### src/include/rp_defs.svh
// widths, channel counts, register byte offsets and fixed constants
`ifndef RP_DEFS_SVH
`define RP_DEFS_SVH

//////////////////////////////
// channel counts
//////////////////////////////

// ADC and DAC channels
`define RP_CHN      2
// PDM outputs
`define RP_PDM_CHN  4

//////////////////////////////
// data widths
//////////////////////////////

`define RP_ADC_W    16
`define RP_DAC_W    14
`define RP_PDM_W    8
// PDM full range, one period in cycles
`define RP_PDM_RNG  255

// register bus
`define RP_AXI_AW   8
`define RP_AXI_DW   32

//////////////////////////////
// constants and address map
//////////////////////////////

// identification word
`define RP_ID_VALUE 32'h5250_0001
// DAC mid-scale code
`define RP_DAC_RST  14'h1FFF

// byte offsets, one 32 bit word each
`define RP_A_ID     8'h00
`define RP_A_LOOP   8'h04
`define RP_A_DAC0   8'h08
`define RP_A_DAC1   8'h0C
// four PDM levels from here on
`define RP_A_PDM0   8'h10
`define RP_A_ADC0   8'h20
`define RP_A_ADC1   8'h24

`endif

### src/rtl/rp_pkg.sv
// sample and level types, register word index enum and bus port state enum
`include "rp_defs.svh"

package rp_pkg;

  // signed sample after ADC conversion
  typedef logic signed [`RP_ADC_W-1:0] adc_smp_t;
  // signed DAC level as written by software
  typedef logic signed [`RP_DAC_W-1:0] dac_smp_t;
  // unsigned PDM density
  typedef logic [`RP_PDM_W-1:0] pdm_lvl_t;

  // word index width, byte address minus two LSBs
  localparam int unsigned REG_IW = `RP_AXI_AW - 2;

  // word indexes of the register map
  typedef enum logic [REG_IW-1:0] {
    REG_ID   = REG_IW'(`RP_A_ID >> 2),
    REG_LOOP = REG_IW'(`RP_A_LOOP >> 2),
    REG_DAC0 = REG_IW'(`RP_A_DAC0 >> 2),
    REG_DAC1 = REG_IW'(`RP_A_DAC1 >> 2),
    REG_PDM0 = REG_IW'(`RP_A_PDM0 >> 2),
    REG_PDM1 = REG_IW'((`RP_A_PDM0 >> 2) + 1),
    REG_PDM2 = REG_IW'((`RP_A_PDM0 >> 2) + 2),
    REG_PDM3 = REG_IW'((`RP_A_PDM0 >> 2) + 3),
    REG_ADC0 = REG_IW'(`RP_A_ADC0 >> 2),
    REG_ADC1 = REG_IW'(`RP_A_ADC1 >> 2)
  } reg_idx_e;

  // bus port states, one response outstanding at most
  typedef enum logic [1:0] {
    ST_IDLE,
    ST_BRESP,
    ST_RRESP
  } axil_st_e;

endpackage

### src/rtl/adc_in_loop.sv
// ADC input registers, two's complement conversion and DAC loopback select
`timescale 1ns/10ps
`include "rp_defs.svh"

module adc_in_loop import rp_pkg::*; (
  input  logic                     adc_clk,
  input  logic                     top_rst,
  input  adc_smp_t [`RP_CHN-1:0]   adc_dat_i,
  input  logic     [`RP_CHN-1:0]   loop_i,
  input  dac_smp_t [`RP_CHN-1:0]   dac_lvl_i,
  output adc_smp_t [`RP_CHN-1:0]   adc_smp_o
);

  // DAC to ADC width step
  localparam int unsigned LSH = `RP_ADC_W - `RP_DAC_W;

  for (genvar i = 0; i < `RP_CHN; i++) begin : g_chn
    adc_smp_t raw_q;
    adc_smp_t conv;
    adc_smp_t lpbk;
    adc_smp_t smp_q;

    // IO register, raw pin data
    always_ff @(posedge adc_clk) begin
      raw_q <= adc_dat_i[i];
    end

    // negative slope into two's complement
    assign conv = {raw_q[`RP_ADC_W-1], ~raw_q[`RP_ADC_W-2:0]};
    // DAC level scaled up, zero LSBs
    assign lpbk = {dac_lvl_i[i], {LSH{1'b0}}};

    // loop bit picks the DAC level over the pins
    always_ff @(posedge adc_clk or posedge top_rst) begin
      if (top_rst) begin
        smp_q <= '0;
      end else if (loop_i[i]) begin
        smp_q <= lpbk;
      end else begin
        smp_q <= conv;
      end
    end

    assign adc_smp_o[i] = smp_q;
  end

endmodule

### src/rtl/axil_reg_port.sv
// AXI4-Lite slave port with write strobes, read data capture and response hold
`timescale 1ns/10ps
`include "rp_defs.svh"

module axil_reg_port import rp_pkg::*; (
  input  logic                       adc_clk,
  input  logic                       top_rst,
  // write address and data
  input  logic [`RP_AXI_AW-1:0]      s_axil_awaddr_i,
  input  logic                       s_axil_awvalid_i,
  output logic                       s_axil_awready_o,
  input  logic [`RP_AXI_DW-1:0]      s_axil_wdata_i,
  input  logic [`RP_AXI_DW/8-1:0]    s_axil_wstrb_i,
  input  logic                       s_axil_wvalid_i,
  output logic                       s_axil_wready_o,
  // write response
  output logic [1:0]                 s_axil_bresp_o,
  output logic                       s_axil_bvalid_o,
  input  logic                       s_axil_bready_i,
  // read address and data
  input  logic [`RP_AXI_AW-1:0]      s_axil_araddr_i,
  input  logic                       s_axil_arvalid_i,
  output logic                       s_axil_arready_o,
  output logic [`RP_AXI_DW-1:0]      s_axil_rdata_o,
  output logic [1:0]                 s_axil_rresp_o,
  output logic                       s_axil_rvalid_o,
  input  logic                       s_axil_rready_i,
  // register block side
  output logic                       reg_wr_o,
  output logic [`RP_AXI_AW-1:0]      reg_wr_addr_o,
  output logic [`RP_AXI_DW-1:0]      reg_wr_data_o,
  output logic [`RP_AXI_AW-1:0]      reg_rd_addr_o,
  input  logic [`RP_AXI_DW-1:0]      reg_rd_data_i
);

  axil_st_e st_q;
  axil_st_e st_d;
  logic     wr_go;
  logic     rd_go;
  logic [`RP_AXI_DW-1:0] rdata_q;

  //////////////////////////////
  // acceptance
  //////////////////////////////

  // write needs AW and W together, full words only, strobes not looked at
  assign wr_go = (st_q == ST_IDLE) && s_axil_awvalid_i && s_axil_wvalid_i;
  // read only when no write is offered
  assign rd_go = (st_q == ST_IDLE) && s_axil_arvalid_i && !wr_go;

  assign s_axil_awready_o = wr_go;
  assign s_axil_wready_o  = wr_go;
  assign s_axil_arready_o = rd_go;

  // strobe to register block in the accept cycle
  assign reg_wr_o      = wr_go;
  assign reg_wr_addr_o = s_axil_awaddr_i;
  assign reg_wr_data_o = s_axil_wdata_i;
  // read data comes back combinationally
  assign reg_rd_addr_o = s_axil_araddr_i;

  //////////////////////////////
  // response FSM
  //////////////////////////////

  always_comb begin
    st_d = st_q;
    case (st_q)
      ST_IDLE: begin
        if (wr_go) begin
          st_d = ST_BRESP;
        end else if (rd_go) begin
          st_d = ST_RRESP;
        end
      end
      // hold until the master takes it
      ST_BRESP: begin
        if (s_axil_bready_i) begin
          st_d = ST_IDLE;
        end
      end
      ST_RRESP: begin
        if (s_axil_rready_i) begin
          st_d = ST_IDLE;
        end
      end
      default: begin
        st_d = ST_IDLE;
      end
    endcase
  end

  always_ff @(posedge adc_clk or posedge top_rst) begin
    if (top_rst) begin
      st_q <= ST_IDLE;
    end else begin
      st_q <= st_d;
    end
  end

  // read data captured at acceptance
  always_ff @(posedge adc_clk) begin
    if (rd_go) begin
      rdata_q <= reg_rd_data_i;
    end
  end

  assign s_axil_bvalid_o = (st_q == ST_BRESP);
  assign s_axil_rvalid_o = (st_q == ST_RRESP);
  assign s_axil_rdata_o  = rdata_q;
  // always OKAY
  assign s_axil_bresp_o  = 2'b00;
  assign s_axil_rresp_o  = 2'b00;

  // responses wait for the master, read data does not move meanwhile
  a_bvalid_hold: assert property (@(posedge adc_clk) disable iff (top_rst)
    s_axil_bvalid_o && !s_axil_bready_i |=> s_axil_bvalid_o);

  a_rvalid_hold: assert property (@(posedge adc_clk) disable iff (top_rst)
    s_axil_rvalid_o && !s_axil_rready_i |=> s_axil_rvalid_o && $stable(s_axil_rdata_o));

  a_one_resp: assert property (@(posedge adc_clk) disable iff (top_rst)
    !(s_axil_bvalid_o && s_axil_rvalid_o));

endmodule

### src/rtl/dac_out.sv
// DAC output registers with offset conversion, mid-scale reset and loop hold
`timescale 1ns/10ps
`include "rp_defs.svh"

module dac_out import rp_pkg::*; (
  input  logic                     adc_clk,
  input  logic                     top_rst,
  input  dac_smp_t [`RP_CHN-1:0]   dac_lvl_i,
  input  logic     [`RP_CHN-1:0]   loop_i,
  output logic     [`RP_DAC_W-1:0] dac_dat0_o,
  output logic     [`RP_DAC_W-1:0] dac_dat1_o
);

  logic [`RP_CHN-1:0][`RP_DAC_W-1:0] dac_raw;

  for (genvar i = 0; i < `RP_CHN; i++) begin : g_chn
    logic [`RP_DAC_W-1:0] dac_q;

    // signed to offset binary, negative slope
    // looped channel keeps its last code
    always_ff @(posedge adc_clk or posedge top_rst) begin
      if (top_rst) begin
        dac_q <= `RP_DAC_RST;
      end else if (!loop_i[i]) begin
        dac_q <= {dac_lvl_i[i][`RP_DAC_W-1], ~dac_lvl_i[i][`RP_DAC_W-2:0]};
      end
    end

    assign dac_raw[i] = dac_q;

    // no DAC movement while the channel feeds the ADC path
    a_loop_hold: assert property (@(posedge adc_clk) disable iff (top_rst)
      loop_i[i] |=> $stable(dac_q));
  end

  // parallel channel ports
  assign dac_dat0_o = dac_raw[0];
  assign dac_dat1_o = dac_raw[1];

endmodule

### src/rtl/pdm_mod.sv
// four channel first order pulse-density modulator
`timescale 1ns/10ps
`include "rp_defs.svh"

module pdm_mod import rp_pkg::*; (
  input  logic                         adc_clk,
  input  logic                         top_rst,
  input  pdm_lvl_t [`RP_PDM_CHN-1:0]   pdm_lvl_i,
  output logic     [`RP_PDM_CHN-1:0]   pdm_o
);

  localparam int unsigned     PW  = `RP_PDM_W;
  // one extra bit for the carry
  localparam logic [PW:0]     RNG = `RP_PDM_RNG;

  for (genvar i = 0; i < `RP_PDM_CHN; i++) begin : g_chn
    logic [PW-1:0] acc_q;
    logic [PW:0]   sum;
    logic          hit;
    logic          pdm_q;

    // level added every cycle
    assign sum = {1'b0, acc_q} + {1'b0, pdm_lvl_i[i]};
    assign hit = (sum >= RNG);

    // overflow gives a pulse and leaves the remainder
    always_ff @(posedge adc_clk or posedge top_rst) begin
      if (top_rst) begin
        acc_q <= '0;
        pdm_q <= 1'b0;
      end else begin
        pdm_q <= hit;
        acc_q <= hit ? PW'(sum - RNG) : PW'(sum);
      end
    end

    assign pdm_o[i] = pdm_q;

    // remainder never reaches full range
    a_acc_range: assert property (@(posedge adc_clk) disable iff (top_rst)
      {1'b0, acc_q} < RNG);
  end

endmodule

### src/rtl/rp_lite_top.sv
// top level with register port, register block, ADC, DAC and PDM paths
`timescale 1ns/10ps
`include "rp_defs.svh"

module rp_lite_top import rp_pkg::*; (
  input  logic                         adc_clk,
  input  logic                         top_rst,
  // ADC raw samples, offset binary with negative slope
  input  adc_smp_t [`RP_CHN-1:0]       adc_dat_i,
  // DAC channels as parallel ports
  output logic     [`RP_DAC_W-1:0]     dac_dat0_o,
  output logic     [`RP_DAC_W-1:0]     dac_dat1_o,
  // 1 bit PDM outputs
  output logic     [`RP_PDM_CHN-1:0]   pdm_o,
  // AXI4-Lite write channels
  input  logic     [`RP_AXI_AW-1:0]    s_axil_awaddr_i,
  input  logic                         s_axil_awvalid_i,
  output logic                         s_axil_awready_o,
  input  logic     [`RP_AXI_DW-1:0]    s_axil_wdata_i,
  input  logic     [`RP_AXI_DW/8-1:0]  s_axil_wstrb_i,
  input  logic                         s_axil_wvalid_i,
  output logic                         s_axil_wready_o,
  output logic     [1:0]               s_axil_bresp_o,
  output logic                         s_axil_bvalid_o,
  input  logic                         s_axil_bready_i,
  // AXI4-Lite read channels
  input  logic     [`RP_AXI_AW-1:0]    s_axil_araddr_i,
  input  logic                         s_axil_arvalid_i,
  output logic                         s_axil_arready_o,
  output logic     [`RP_AXI_DW-1:0]    s_axil_rdata_o,
  output logic     [1:0]               s_axil_rresp_o,
  output logic                         s_axil_rvalid_o,
  input  logic                         s_axil_rready_i
);

  //////////////////////////////
  // local signals
  //////////////////////////////

  // register strobe side
  logic                      reg_wr;
  logic [`RP_AXI_AW-1:0]     reg_wr_addr;
  logic [`RP_AXI_DW-1:0]     reg_wr_data;
  logic [`RP_AXI_AW-1:0]     reg_rd_addr;
  logic [`RP_AXI_DW-1:0]     reg_rd_data;

  // control and sample paths
  logic     [`RP_CHN-1:0]     loop;
  dac_smp_t [`RP_CHN-1:0]     dac_lvl;
  pdm_lvl_t [`RP_PDM_CHN-1:0] pdm_lvl;
  adc_smp_t [`RP_CHN-1:0]     adc_smp;

  //////////////////////////////
  // register bus
  //////////////////////////////

  axil_reg_port u_axil_reg_port (
    .adc_clk          (adc_clk),
    .top_rst          (top_rst),
    .s_axil_awaddr_i  (s_axil_awaddr_i),
    .s_axil_awvalid_i (s_axil_awvalid_i),
    .s_axil_awready_o (s_axil_awready_o),
    .s_axil_wdata_i   (s_axil_wdata_i),
    .s_axil_wstrb_i   (s_axil_wstrb_i),
    .s_axil_wvalid_i  (s_axil_wvalid_i),
    .s_axil_wready_o  (s_axil_wready_o),
    .s_axil_bresp_o   (s_axil_bresp_o),
    .s_axil_bvalid_o  (s_axil_bvalid_o),
    .s_axil_bready_i  (s_axil_bready_i),
    .s_axil_araddr_i  (s_axil_araddr_i),
    .s_axil_arvalid_i (s_axil_arvalid_i),
    .s_axil_arready_o (s_axil_arready_o),
    .s_axil_rdata_o   (s_axil_rdata_o),
    .s_axil_rresp_o   (s_axil_rresp_o),
    .s_axil_rvalid_o  (s_axil_rvalid_o),
    .s_axil_rready_i  (s_axil_rready_i),
    .reg_wr_o         (reg_wr),
    .reg_wr_addr_o    (reg_wr_addr),
    .reg_wr_data_o    (reg_wr_data),
    .reg_rd_addr_o    (reg_rd_addr),
    .reg_rd_data_i    (reg_rd_data)
  );

  sys_regs u_sys_regs (
    .adc_clk       (adc_clk),
    .top_rst       (top_rst),
    .reg_wr_i      (reg_wr),
    .reg_wr_addr_i (reg_wr_addr),
    .reg_wr_data_i (reg_wr_data),
    .reg_rd_addr_i (reg_rd_addr),
    .reg_rd_data_o (reg_rd_data),
    .adc_smp_i     (adc_smp),
    .loop_o        (loop),
    .dac_lvl_o     (dac_lvl),
    .pdm_lvl_o     (pdm_lvl)
  );

  //////////////////////////////
  // signal paths
  //////////////////////////////

  // ADC input with DAC loopback
  adc_in_loop u_adc_in_loop (
    .adc_clk   (adc_clk),
    .top_rst   (top_rst),
    .adc_dat_i (adc_dat_i),
    .loop_i    (loop),
    .dac_lvl_i (dac_lvl),
    .adc_smp_o (adc_smp)
  );

  dac_out u_dac_out (
    .adc_clk    (adc_clk),
    .top_rst    (top_rst),
    .dac_lvl_i  (dac_lvl),
    .loop_i     (loop),
    .dac_dat0_o (dac_dat0_o),
    .dac_dat1_o (dac_dat1_o)
  );

  pdm_mod u_pdm_mod (
    .adc_clk   (adc_clk),
    .top_rst   (top_rst),
    .pdm_lvl_i (pdm_lvl),
    .pdm_o     (pdm_o)
  );

endmodule

### src/rtl/sys_regs.sv
// register decode, loop, DAC and PDM storage, read multiplexer with ID and ADC
`timescale 1ns/10ps
`include "rp_defs.svh"

module sys_regs import rp_pkg::*; (
  input  logic                         adc_clk,
  input  logic                         top_rst,
  // strobe side of the bus port
  input  logic                         reg_wr_i,
  input  logic     [`RP_AXI_AW-1:0]    reg_wr_addr_i,
  input  logic     [`RP_AXI_DW-1:0]    reg_wr_data_i,
  input  logic     [`RP_AXI_AW-1:0]    reg_rd_addr_i,
  output logic     [`RP_AXI_DW-1:0]    reg_rd_data_o,
  // ADC samples for readback
  input  adc_smp_t [`RP_CHN-1:0]       adc_smp_i,
  // control outputs
  output logic     [`RP_CHN-1:0]       loop_o,
  output dac_smp_t [`RP_CHN-1:0]       dac_lvl_o,
  output pdm_lvl_t [`RP_PDM_CHN-1:0]   pdm_lvl_o
);

  // zero padding up to a bus word
  localparam int unsigned LOOP_PAD = `RP_AXI_DW - `RP_CHN;
  localparam int unsigned DAC_PAD  = `RP_AXI_DW - `RP_DAC_W;
  localparam int unsigned PDM_PAD  = `RP_AXI_DW - `RP_PDM_W;
  localparam int unsigned ADC_EXT  = `RP_AXI_DW - `RP_ADC_W;

  reg_idx_e wr_idx;
  reg_idx_e rd_idx;

  logic     [`RP_CHN-1:0]     loop_q;
  dac_smp_t [`RP_CHN-1:0]     dac_q;
  pdm_lvl_t [`RP_PDM_CHN-1:0] pdm_q;

  // byte address to word index
  assign wr_idx = reg_idx_e'(reg_wr_addr_i[`RP_AXI_AW-1:2]);
  assign rd_idx = reg_idx_e'(reg_rd_addr_i[`RP_AXI_AW-1:2]);

  //////////////////////////////
  // write side
  //////////////////////////////

  // narrow fields keep the low bits only
  always_ff @(posedge adc_clk or posedge top_rst) begin
    if (top_rst) begin
      loop_q <= '0;
      dac_q  <= '0;
      pdm_q  <= '0;
    end else if (reg_wr_i) begin
      case (wr_idx)
        REG_LOOP: loop_q   <= reg_wr_data_i[`RP_CHN-1:0];
        REG_DAC0: dac_q[0] <= reg_wr_data_i[`RP_DAC_W-1:0];
        REG_DAC1: dac_q[1] <= reg_wr_data_i[`RP_DAC_W-1:0];
        REG_PDM0: pdm_q[0] <= reg_wr_data_i[`RP_PDM_W-1:0];
        REG_PDM1: pdm_q[1] <= reg_wr_data_i[`RP_PDM_W-1:0];
        REG_PDM2: pdm_q[2] <= reg_wr_data_i[`RP_PDM_W-1:0];
        REG_PDM3: pdm_q[3] <= reg_wr_data_i[`RP_PDM_W-1:0];
        // ID, ADC and unmapped words ignore writes
        default: begin
        end
      endcase
    end
  end

  assign loop_o    = loop_q;
  assign dac_lvl_o = dac_q;
  assign pdm_lvl_o = pdm_q;

  //////////////////////////////
  // read side
  //////////////////////////////

  always_comb begin
    reg_rd_data_o = '0;
    case (rd_idx)
      REG_ID:   reg_rd_data_o = `RP_ID_VALUE;
      REG_LOOP: reg_rd_data_o = {{LOOP_PAD{1'b0}}, loop_q};
      REG_DAC0: reg_rd_data_o = {{DAC_PAD{1'b0}}, dac_q[0]};
      REG_DAC1: reg_rd_data_o = {{DAC_PAD{1'b0}}, dac_q[1]};
      REG_PDM0: reg_rd_data_o = {{PDM_PAD{1'b0}}, pdm_q[0]};
      REG_PDM1: reg_rd_data_o = {{PDM_PAD{1'b0}}, pdm_q[1]};
      REG_PDM2: reg_rd_data_o = {{PDM_PAD{1'b0}}, pdm_q[2]};
      REG_PDM3: reg_rd_data_o = {{PDM_PAD{1'b0}}, pdm_q[3]};
      // samples are signed, so sign extended
      REG_ADC0: reg_rd_data_o = {{ADC_EXT{adc_smp_i[0][`RP_ADC_W-1]}}, adc_smp_i[0]};
      REG_ADC1: reg_rd_data_o = {{ADC_EXT{adc_smp_i[1][`RP_ADC_W-1]}}, adc_smp_i[1]};
      // unmapped reads return zero
      default:  reg_rd_data_o = '0;
    endcase
  end

  // address from the bus port must be known whenever it strobes
  a_wr_addr_known: assert property (@(posedge adc_clk) disable iff (top_rst)
    reg_wr_i |-> !$isunknown(reg_wr_addr_i));

endmodule

### config.mk
export PLATFORM = sky130hd
export DESIGN_NAME = rp_lite_top
export DESIGN_NICKNAME = d
export VERILOG_FILES = /design/src/rtl/rp_pkg.sv /design/src/rtl/adc_in_loop.sv /design/src/rtl/axil_reg_port.sv /design/src/rtl/dac_out.sv /design/src/rtl/pdm_mod.sv /design/src/rtl/rp_lite_top.sv /design/src/rtl/sys_regs.sv
export VERILOG_INCLUDE_DIRS = /design/src /design/src/include
export SDC_FILE = /design/constraint.sdc
export NUM_CORES = 1
export LEC_CHECK = 0
export BUFFER_PORTS_ARGS = -buffer_cell sky130_fd_sc_hd__buf_4
export CAP_MARGIN = 20
export CORE_MARGIN = 2
export CORE_UTILIZATION = 57
export DETAILED_ROUTE_END_ITERATION = 16
export PLACE_DENSITY = 0.8
export SLEW_MARGIN = 10
export SYNTH_ARGS = -nofsm -noshare
export SYNTH_HDL_FRONTEND = slang
export SYNTH_HIERARCHICAL = 1
export SYNTH_SLANG_ARGS = --single-unit
export TNS_END_PERCENT = 50
### constraint.sdc
create_clock -name adc_clk -period 4.3 [get_ports adc_clk]
set_input_delay 0.43 -clock adc_clk [delete_from_list [all_inputs] [get_ports adc_clk]]
set_output_delay 0.43 -clock adc_clk [all_outputs]
set_load 0.01 [all_outputs]
# After elaboration in Yosys (flattened, before gate mapping)
# Index checks and enable logic that the tools add are counted.
op_classes:
  addsub: 8
  n_lt_le_gt_ge: 4
  n_eq_ne: 21
  n_mux: 12
  bitwise: 4
  n_reduce_logical: 15
op_table:
  columns: ["cell", "count"]
  rows:
  - ["case mux 32 bit (10 select lines)", 1]
  - ["equality test 6 x 3 -> 1 bit (second input constant)", 8]
  - ["adder 8 x 8 -> 9 bit", 4]
  - [">= comparator 9 x 8 -> 1 bit (second input constant)", 4]
  - ["2-to-1 mux 16 bit", 2]
  - ["2-to-1 mux 8 bit", 4]
  - ["subtractor 8 bit (second input constant)", 4]
  - ["NOT 15 bit", 2]
  - ["NOT 13 bit", 2]
  - ["equality test 6 x 2 -> 1 bit (second input constant)", 4]
  - ["AND reduction 2 bit", 7]
  - ["equality test 6 x 1 -> 1 bit (second input constant)", 2]
  - ["equality test 6 x 4 -> 1 bit (second input constant)", 2]
  - ["2-to-1 mux 2 bit", 4]
  - ["logical NOT 6 bit", 1]
  - ["case mux 2 bit (3 select lines)", 1]
  - ["logical AND 1 bit", 4]
  - ["inequality test 2 x 1 -> 1 bit (second input constant)", 2]
  - ["inequality test 3 x 2 -> 1 bit (second input constant)", 1]
  - ["AND reduction 3 bit", 1]
  - ["equality test 2 x 1 -> 1 bit (second input constant)", 1]
  - ["equality test 2 bit (second input constant)", 1]
  - ["logical NOT 2 bit", 1]
  - ["logical NOT 1 bit", 1]
word_totals:
  ff_bits: 224
  input_bits: 91
  out_inout_bits: 73
  elab_cells: 87

# Logic depth before layout (Yosys ltp)
# Gate-level depths: netlist of the first run.
depth:
  ltp_word: 8
  ltp_mapped: 10
  ltp_nobuf: 9

# By module
# The synthesis of the first run kept the hierarchy.
by_module_without_submodules:
  columns: ["module", "n_inst", "cells_each", "area_per_inst_um2", "seq_area_each_um2"]
  rows:
  - ["sys_regs", 1, 238, 3203.1, 1551.5]
  - ["pdm_mod", 1, 326, 3060.4, 900.9]
  - ["adc_in_loop", 1, 129, 1773.0, 1441.4]
  - ["axil_reg_port", 1, 101, 1496.4, 1011.0]
  - ["dac_out", 1, 88, 1123.6, 733.2]

# Worst setup path after synthesis of the first run
# Ideal clock, no wire load.
synth_timing:
  kind: "in2reg"
  startpoint: "in s_axil_awvalid_i"
  endpoint: "reg u_axil_reg_port.rdata_q[0] (netlist: u_axil_reg_port/s_axil_rdata_o[0]), enable pin"
  setup_ps: 471
  arrival_time_ps: 2986
  required_ps: 3829
  path_slack_ps: 844
  cell_stages: 3
  path_buffers: 0
  cell_sequence: "nand2_1 > nand2_1 > nor3_1"
synth_via:
  elab_chain_len: 4
synth_lines:
  columns: ["element", "line", "text"]
  rows:
  - ["from (decl)", "rp_lite_top.sv:17", "input logic s_axil_awvalid_i,"]
  - ["logical AND 1 bit (2 in series)", "axil_reg_port.sv:47", "assign wr_go = (st_q == ST_IDLE) && s_axil_awvalid_i && s_axil_wvalid_i;"]
  - ["logical NOT 1 bit", "axil_reg_port.sv:49", "assign rd_go = (st_q == ST_IDLE) && s_axil_arvalid_i && !wr_go;"]
  - ["logical AND 1 bit", "axil_reg_port.sv:49", null]
  - ["net s_axil_arready_o", "rp_lite_top.sv:29", "output logic s_axil_arready_o,"]
  - ["to (signal assigned)", "axil_reg_port.sv:104", "rdata_q <= reg_rd_data_i;"]
  - ["to (decl)", "axil_reg_port.sv:40", "logic [`RP_AXI_DW-1:0] rdata_q;"]
# The timed path passes the listed nets, and every way through them passes these cells.
# A chain may end at the register's enable or synchronous reset.

# Final worst setup path of the first run
layout_timing:
  startpoint: "reg u_sys_regs.pdm_q, in the netlist u_sys_regs/pdm_lvl_o[8]"
  endpoint: "reg u_pdm_mod.g_chn[1].acc_q[1]"
layout_via:
  elab_chain_len: 3
  elab_cells_between_ends: 4
  classes_between: "add/sub (2); order compare (1); mux (1)"
layout_lines:
  columns: ["element", "line", "text"]
  rows:
  - ["from (decl)", "sys_regs.sv:33", "pdm_lvl_t [`RP_PDM_CHN-1:0] pdm_q;"]
  - ["adder 8 x 8 -> 9 bit *", "pdm_mod.sv:23", "assign sum = {1'b0, acc_q} + {1'b0, pdm_lvl_i[i]};"]
  - ["subtractor 8 bit or >= comparator 9 x 8 -> 1 bit (tied branches)", "pdm_mod.sv:33, pdm_mod.sv:24", null]
  - ["2-to-1 mux 8 bit *", "pdm_mod.sv:33", "acc_q <= hit ? PW'(sum - RNG) : PW'(sum);"]
  - ["to (signal assigned)", "pdm_mod.sv:33", null]
  - ["to (decl)", "pdm_mod.sv:17", "logic [PW-1:0] acc_q;"]
# Mark *: on every way between the ends. The rest lies on a longest branch, timed or not.

==> metrics.txt, run 1 <==
Die Area a little under 20000 sq um; initial antenna violation count 1; fin crit share 71.08%; # clock sinks 224; Gate power share 27.0%; global route total overflow 0; Final setup viols 0; number of placement rows 49; Slew @ Worst Pin 1.118 ns; met3 routed WL 1.497 mm; IO Port Bufs 133; Syn-to-layout area delta 14.76%; met1 WL between 9 and 10 mm; DRC errors left 0; GPL Wtd Cong about 0.88; CTS max path bufs 3; # Max-Cap Violations 0; Ports 164; CTS tree built; internal power 4.493 mW; clock root buffer clkbuf_16; largest net degree at the start of global routing 55; LEAKAGE 5.558 nW; global-route wire length before repair approximately 37 mm; Routed WL per cell between 15 and 20 um; clock-pin slew on the worst setup and hold paths about 0.06 ns; via count about 7000; worst vdd rail ir drop 453.7 uV; Max Used Layer met4; RSZ-0062 raised after global routing false; P_sw 1.972 mW; Final Power ~6.5 mW; vias in the first global route between 7000 and 8000; clock share of power between 30 and 40%; non-filler cells, final 1203; Worst Path Max Fanout 8; fin crit period 3.056 ns; GRT Overall Usage 24.18%; layout cells sized above 1 between 30% and 40%; Post-Syn Instances 860; Via density 5.847; critical path capture point type flip-flop; total wire length 23.91 mm; final hold vios 0; DRT antenna net count 0; syn_area_per_cell about 12 sq um; Initial Utilization 58.20%; worst skew pair latency 0.51 ns; drt first pass iters 6; crit start category flip-flop; Die X 139.7 um; htree depth 1; sequential power share 40.9%; normalized max-slew margin approximately 25%; setup tns final 0 ns; Place WS 1.319 ns; die span in y 139.7 um; drt initial violations 500; synthesized area 10490 sq um; sw frac 30.50%; critical path arrival 3.44 ns; Final HPWL DP 16.36 mm; post-CTS sizing 0; WL met2 11.85 mm; Synth Warn # 6; worst endpoint required time about 4.7 ns; core footprint between 15000 and 20000 sq um; dpl cells about 1200; Hold Crit Class in -> reg; Num CTS Buffers 24; Post-Route Skew 0.01315 ns; status finished, final reports clean; Final WS setup between 1 and 1.5 ns; CP Class reg -> reg; Final Max Slew Viols 0; Power Density about 540 nW/um^2; Final nets 1086; fmax roughly 0.33 GHz
[critical path: stages, from the launching register on]
cell,delay [ns]
dfrtp_1,0.41
ha_1,0.25
fa_1,0.46
a21oi_1,0.22
o21bai_1,0.10
xor2_1,0.29
nor4b_1,0.43
a41o_1,0.41
mux2_2,0.37
[final timing paths]
check / startpoint / to / slack [ns] / depth (start not counted)
setup reg to reg: u_sys_regs/pdm_lvl_o[8] / u_pdm_mod/g_chn[1].acc_q[1] / 1.24 / 8
min in group asynchronous: top_rst / u_axil_reg_port/st_q[1] / 0.36 / 3
hold reg to reg: u_adc_in_loop/g_chn[0].raw_q[1] / u_adc_in_loop/g_chn[0].smp_q[1] / 0.37 / 1
setup / recovery: u_sys_regs/pdm_lvl_o[8] / u_pdm_mod/g_chn[1].acc_q[1] / 1.24 / 8
hold / removal: adc_dat_i[26] / u_adc_in_loop/g_chn[1].raw_q[10] / 0.02 / 1
max in group asynchronous: top_rst / u_sys_regs/pdm_lvl_o[21] / 2.84 / 4
[metal layers]
| layer | up-vias | track usage (%) |
|---|---|---|
| met5 | - | 0 |
| met4 | 0 | 7.053 |
| met3 | 51 | 3.957 |
| met2 | 274 | 41.18 |
| met1 | 3458 | 32.31 |
| li1 | 3251 | - |
[sequential cells by signal, indices dropped and copies added, names as in the netlist, 14 cells and up]
signal and cells:
u_adc_in_loop/g_chn.smp_q 32, u_sys_regs/dac_lvl_o 28, u_sys_regs/pdm_lvl_o 32, u_dac_out/dac_dat1_o 14, u_adc_in_loop/g_chn.raw_q 32, u_axil_reg_port/s_axil_rdata_o 32, u_pdm_mod/g_chn.acc_q 32, u_dac_out/dac_dat0_o 14
[repair_timing]
| item | 4_1_cts | 5_1_grt |
|---|---|---|
| hold buffers | 1 | 0 |
| setup endpoints to repair | 0 | 0 |
| setup buffers | 0 | 0 |
| hold endpoints to repair | 2 | 0 |
[placed cells by master (no fill, tap or decap), types with 19 or more instances in the layout]
| cell | n |
|---|---|
| edfxtp_1 | 32 |
| o21ai_0 | 45 |
| clkbuf_16 | 25 |
| dfxtp_1 | 32 |
| buf_4 | 141 |
| dfstp_2 | 26 |
| mux2_2 | 69 |
| a21oi_1 | 23 |
| a22oi_1 | 20 |
| nor2_1 | 27 |
| nand2_1 | 73 |
| ha_1 | 36 |
| dfrtp_1 | 132 |
| inv_1 | 28 |
| xnor2_1 | 19 |
[per-stage QoR]
stage	hold slack [ns]	util [%]	cell area, sq um
after detailed placement	0.3251	62.32	11230
after CTS	0.01160	66.78	12040
after floorplan	0.1712	-	10500
final	0.02295	66.80	12040
after global routing	0.01129	66.80	12040
after global placement	0.3223	62.32	11230
[power groups by stage]
| stage | clock (mW) | sequential, mW | combinational, mW |
|---|---|---|---|
| final | 2.08 | 2.64 | 1.74 |
| after global placement | 0 | 2.67 | 1.66 |
| after global routing | 2.18 | 2.67 | 1.93 |
| after detailed placement | 0 | 2.68 | 1.71 |
| after floorplan | 0 | 2.63 | 1.34 |
| after CTS | 2.11 | 2.64 | 1.73 |
[area by class of cell]
cell class	count	area, sq um
Inverter	29	108.9
Clock inverter	6	110.1
Antenna cell	1	2.502
Tap cell	229	286.5
Clock buffer	38	684.4
Fill cell	1273	5984
Timing Repair Buffer	142	1069
Sequential cell	224	5640
Multi-Input combinational cell	534	4139
No activity file was read; power rests on OpenSTA's default activity.
==> run 2, diff against run 1 <==
Settings changed: CORE_UTILIZATION 57 to 52, PLACE_DENSITY 0.8 to 0.77.
Clock period 4.3 ns to 2.6 ns, I/O delays scaled along.
==> metrics.txt, run 2 (same netlist as run 1, synthesis figures left out) <==
RSZ-0062 raised after global routing true; fin crit share 100.0%; DRT antenna net count 0; Inserted Diodes 0; R2R Setup Slk -0.001 ns; # Max-Cap Violations 0; # fillers roughly 1400; DRC errors left 0; non-filler cells, final 1335; total wire length 25.69 mm; clock-pin slew on the worst setup and hold paths 0.06 ns; layout cells sized above 1 36.26%; global-route wire length before repair 40.48 mm; # clock sinks 224; Routed WL per cell 19.24 um; largest net degree at the start of global routing 54; clock root buffer clkbuf_16; CP peak stage delay 0.39 ns; failing checks negative setup slack; normalized max-slew margin 52.07%; Syn-to-layout area delta 24.99%; drt first pass iters 6; Post-Route Skew 0.01709 ns; Worst Path Max Fanout 7; Ports 164; via count 7444; CTS tree built; die span in y 146.0 um; worst vdd rail ir drop between 500 and 600 uV; Die X 146.0 um; CP Class reg -> reg; Power Density 874.3 nW/um^2; commonest non-fill, non-tap cell in the layout buf_4; IO Port Bufs 133; core footprint 19650 sq um; initial antenna violation count 0; fin crit period 2.601 ns; Hold Crit Class in -> reg; number of placement rows between 50 and 60; Final HPWL DP between 15 and 20 mm; fmax 0.3844 GHz; Slowest-stage cell, CP fa_2; hold path depth 3; critical path arrival about 3 ns; drt initial violations 455; CTS max path bufs 3; Final nets ~1200; LEAKAGE 6.064 nW; final hold vios 0; Num CTS Buffers 23; htree depth 1; GPL Wtd Cong 0.8458; status finished, violations left; worst skew pair latency 0.52 ns; vias in the first global route 7747; GRT Overall Usage 23.62%; hold_ws roughly 0.013 ns; Slew @ Worst Pin ~0.7 ns; Final WS setup -0.001238 ns; fin area 13110 sq um; worst endpoint required time approximately 3.0 ns; Reg2Reg Depth 10; cells along the critical path ha_2 -> fa_2 -> a211oi_4 -> buf_4 -> o21ai_4 -> a211oi_2 -> nand2_2 -> o31ai_4 -> buf_6 -> mux2_4; critical path capture point type flip-flop; Die Area 21330 sq um; global route total overflow 0; Initial Utilization between 50% and 60%; commonest non-fill, non-tap cells in the layout buf_4, dfrtp_1, nand2_1; Via density around 5.6; Final Max Slew Viols 0; Final setup viols 1; dpl cells 1239; placed cell areas 11640 sq um; crit start category flip-flop; setup tns final -0.001238 ns
run 2: cell count changes in the layout (fill, tap and decap cells not counted), sizes merged:
cell         change
clkbuf           -4
clkinv           +1
dlygate4sd3     +39
inv              +1
diode            -1
buf             +60
run 2: layer usage:
metal	GRT usage [%]	part of all wire [%]
met4	6.408	2.6
met5	0	0
met3	4.250	6.0
met2	41.72	51
met1	30.10	41
run 2: repair_timing:
| item | in CTS | in global routing |
|---|---|---|
| endpoints found under the setup margin | 10 | 25 |
| pin swaps | 5 | 17 |
| buffers inserted | 2 | 12 |
| cloned | 0 | 0 |
| endpoints found under the hold margin | 148 | 0 |
| resized for setup | 5 | 28 |
| hold buffers | 40 | 0 |
run 2: per-stage QoR:
step	power (mW)	utilization (%)	worst slack, ns
6_report	11.46	66.72	-0.001238
5_1_grt	12.08	66.72	-0.08608
4_1_cts	11.20	65.53	-0.04585
3_5_place_dp	7.635	59.24	-0.1366
3_3_place_gp	7.538	59.24	-0.06129
2_1_floorplan	6.569	-	-0.07436
run 2: report_power, final:
| group | internal [mW] | switching [mW] |
|---|---|---|
| clock network | 2.10 | 1.37 |
| registers | 4.08 | 0.280 |
| logic | 1.76 | 1.88 |
| total | 7.94 | 3.53 |
run 2: worst paths after layout:
check / start / to
max in group asynchronous: top_rst / u_sys_regs/loop_o[0]
setup / recovery: u_pdm_mod/g_chn[0].acc_q[0] / u_pdm_mod/g_chn[0].acc_q[1]
hold / removal: s_axil_rready_i / u_axil_reg_port/st_q[1]
setup reg to reg: u_pdm_mod/g_chn[0].acc_q[0] / u_pdm_mod/g_chn[0].acc_q[1]
hold reg to reg: u_adc_in_loop/g_chn[1].raw_q[1] / u_adc_in_loop/g_chn[1].smp_q[1]
min in group asynchronous: top_rst / u_axil_reg_port/st_q[0]
run 2: cell type report:
class                      count  area, sq um  share of cell area [%]
sequential                   224         5640                   43.02
tap                          265        331.6                   2.529
inverter                      29        108.9                  0.8301
clock inverter                 8        133.9                   1.021
timing repair buffer         241         1929                   14.71
clock buffer                  34        670.6                   5.114
multi-input combinational    534         4298                   32.78
run 2: worst max-delay path: cells and delay by family (launching register included):
kind | cells | cell delay, ns
fa+ha+maj | 2 | 0.59
buf+inv | 2 | 0.32
flops | 1 | 0.37
mux | 1 | 0.30
compound gates | 4 | 0.79
simple gates | 1 | 0.10
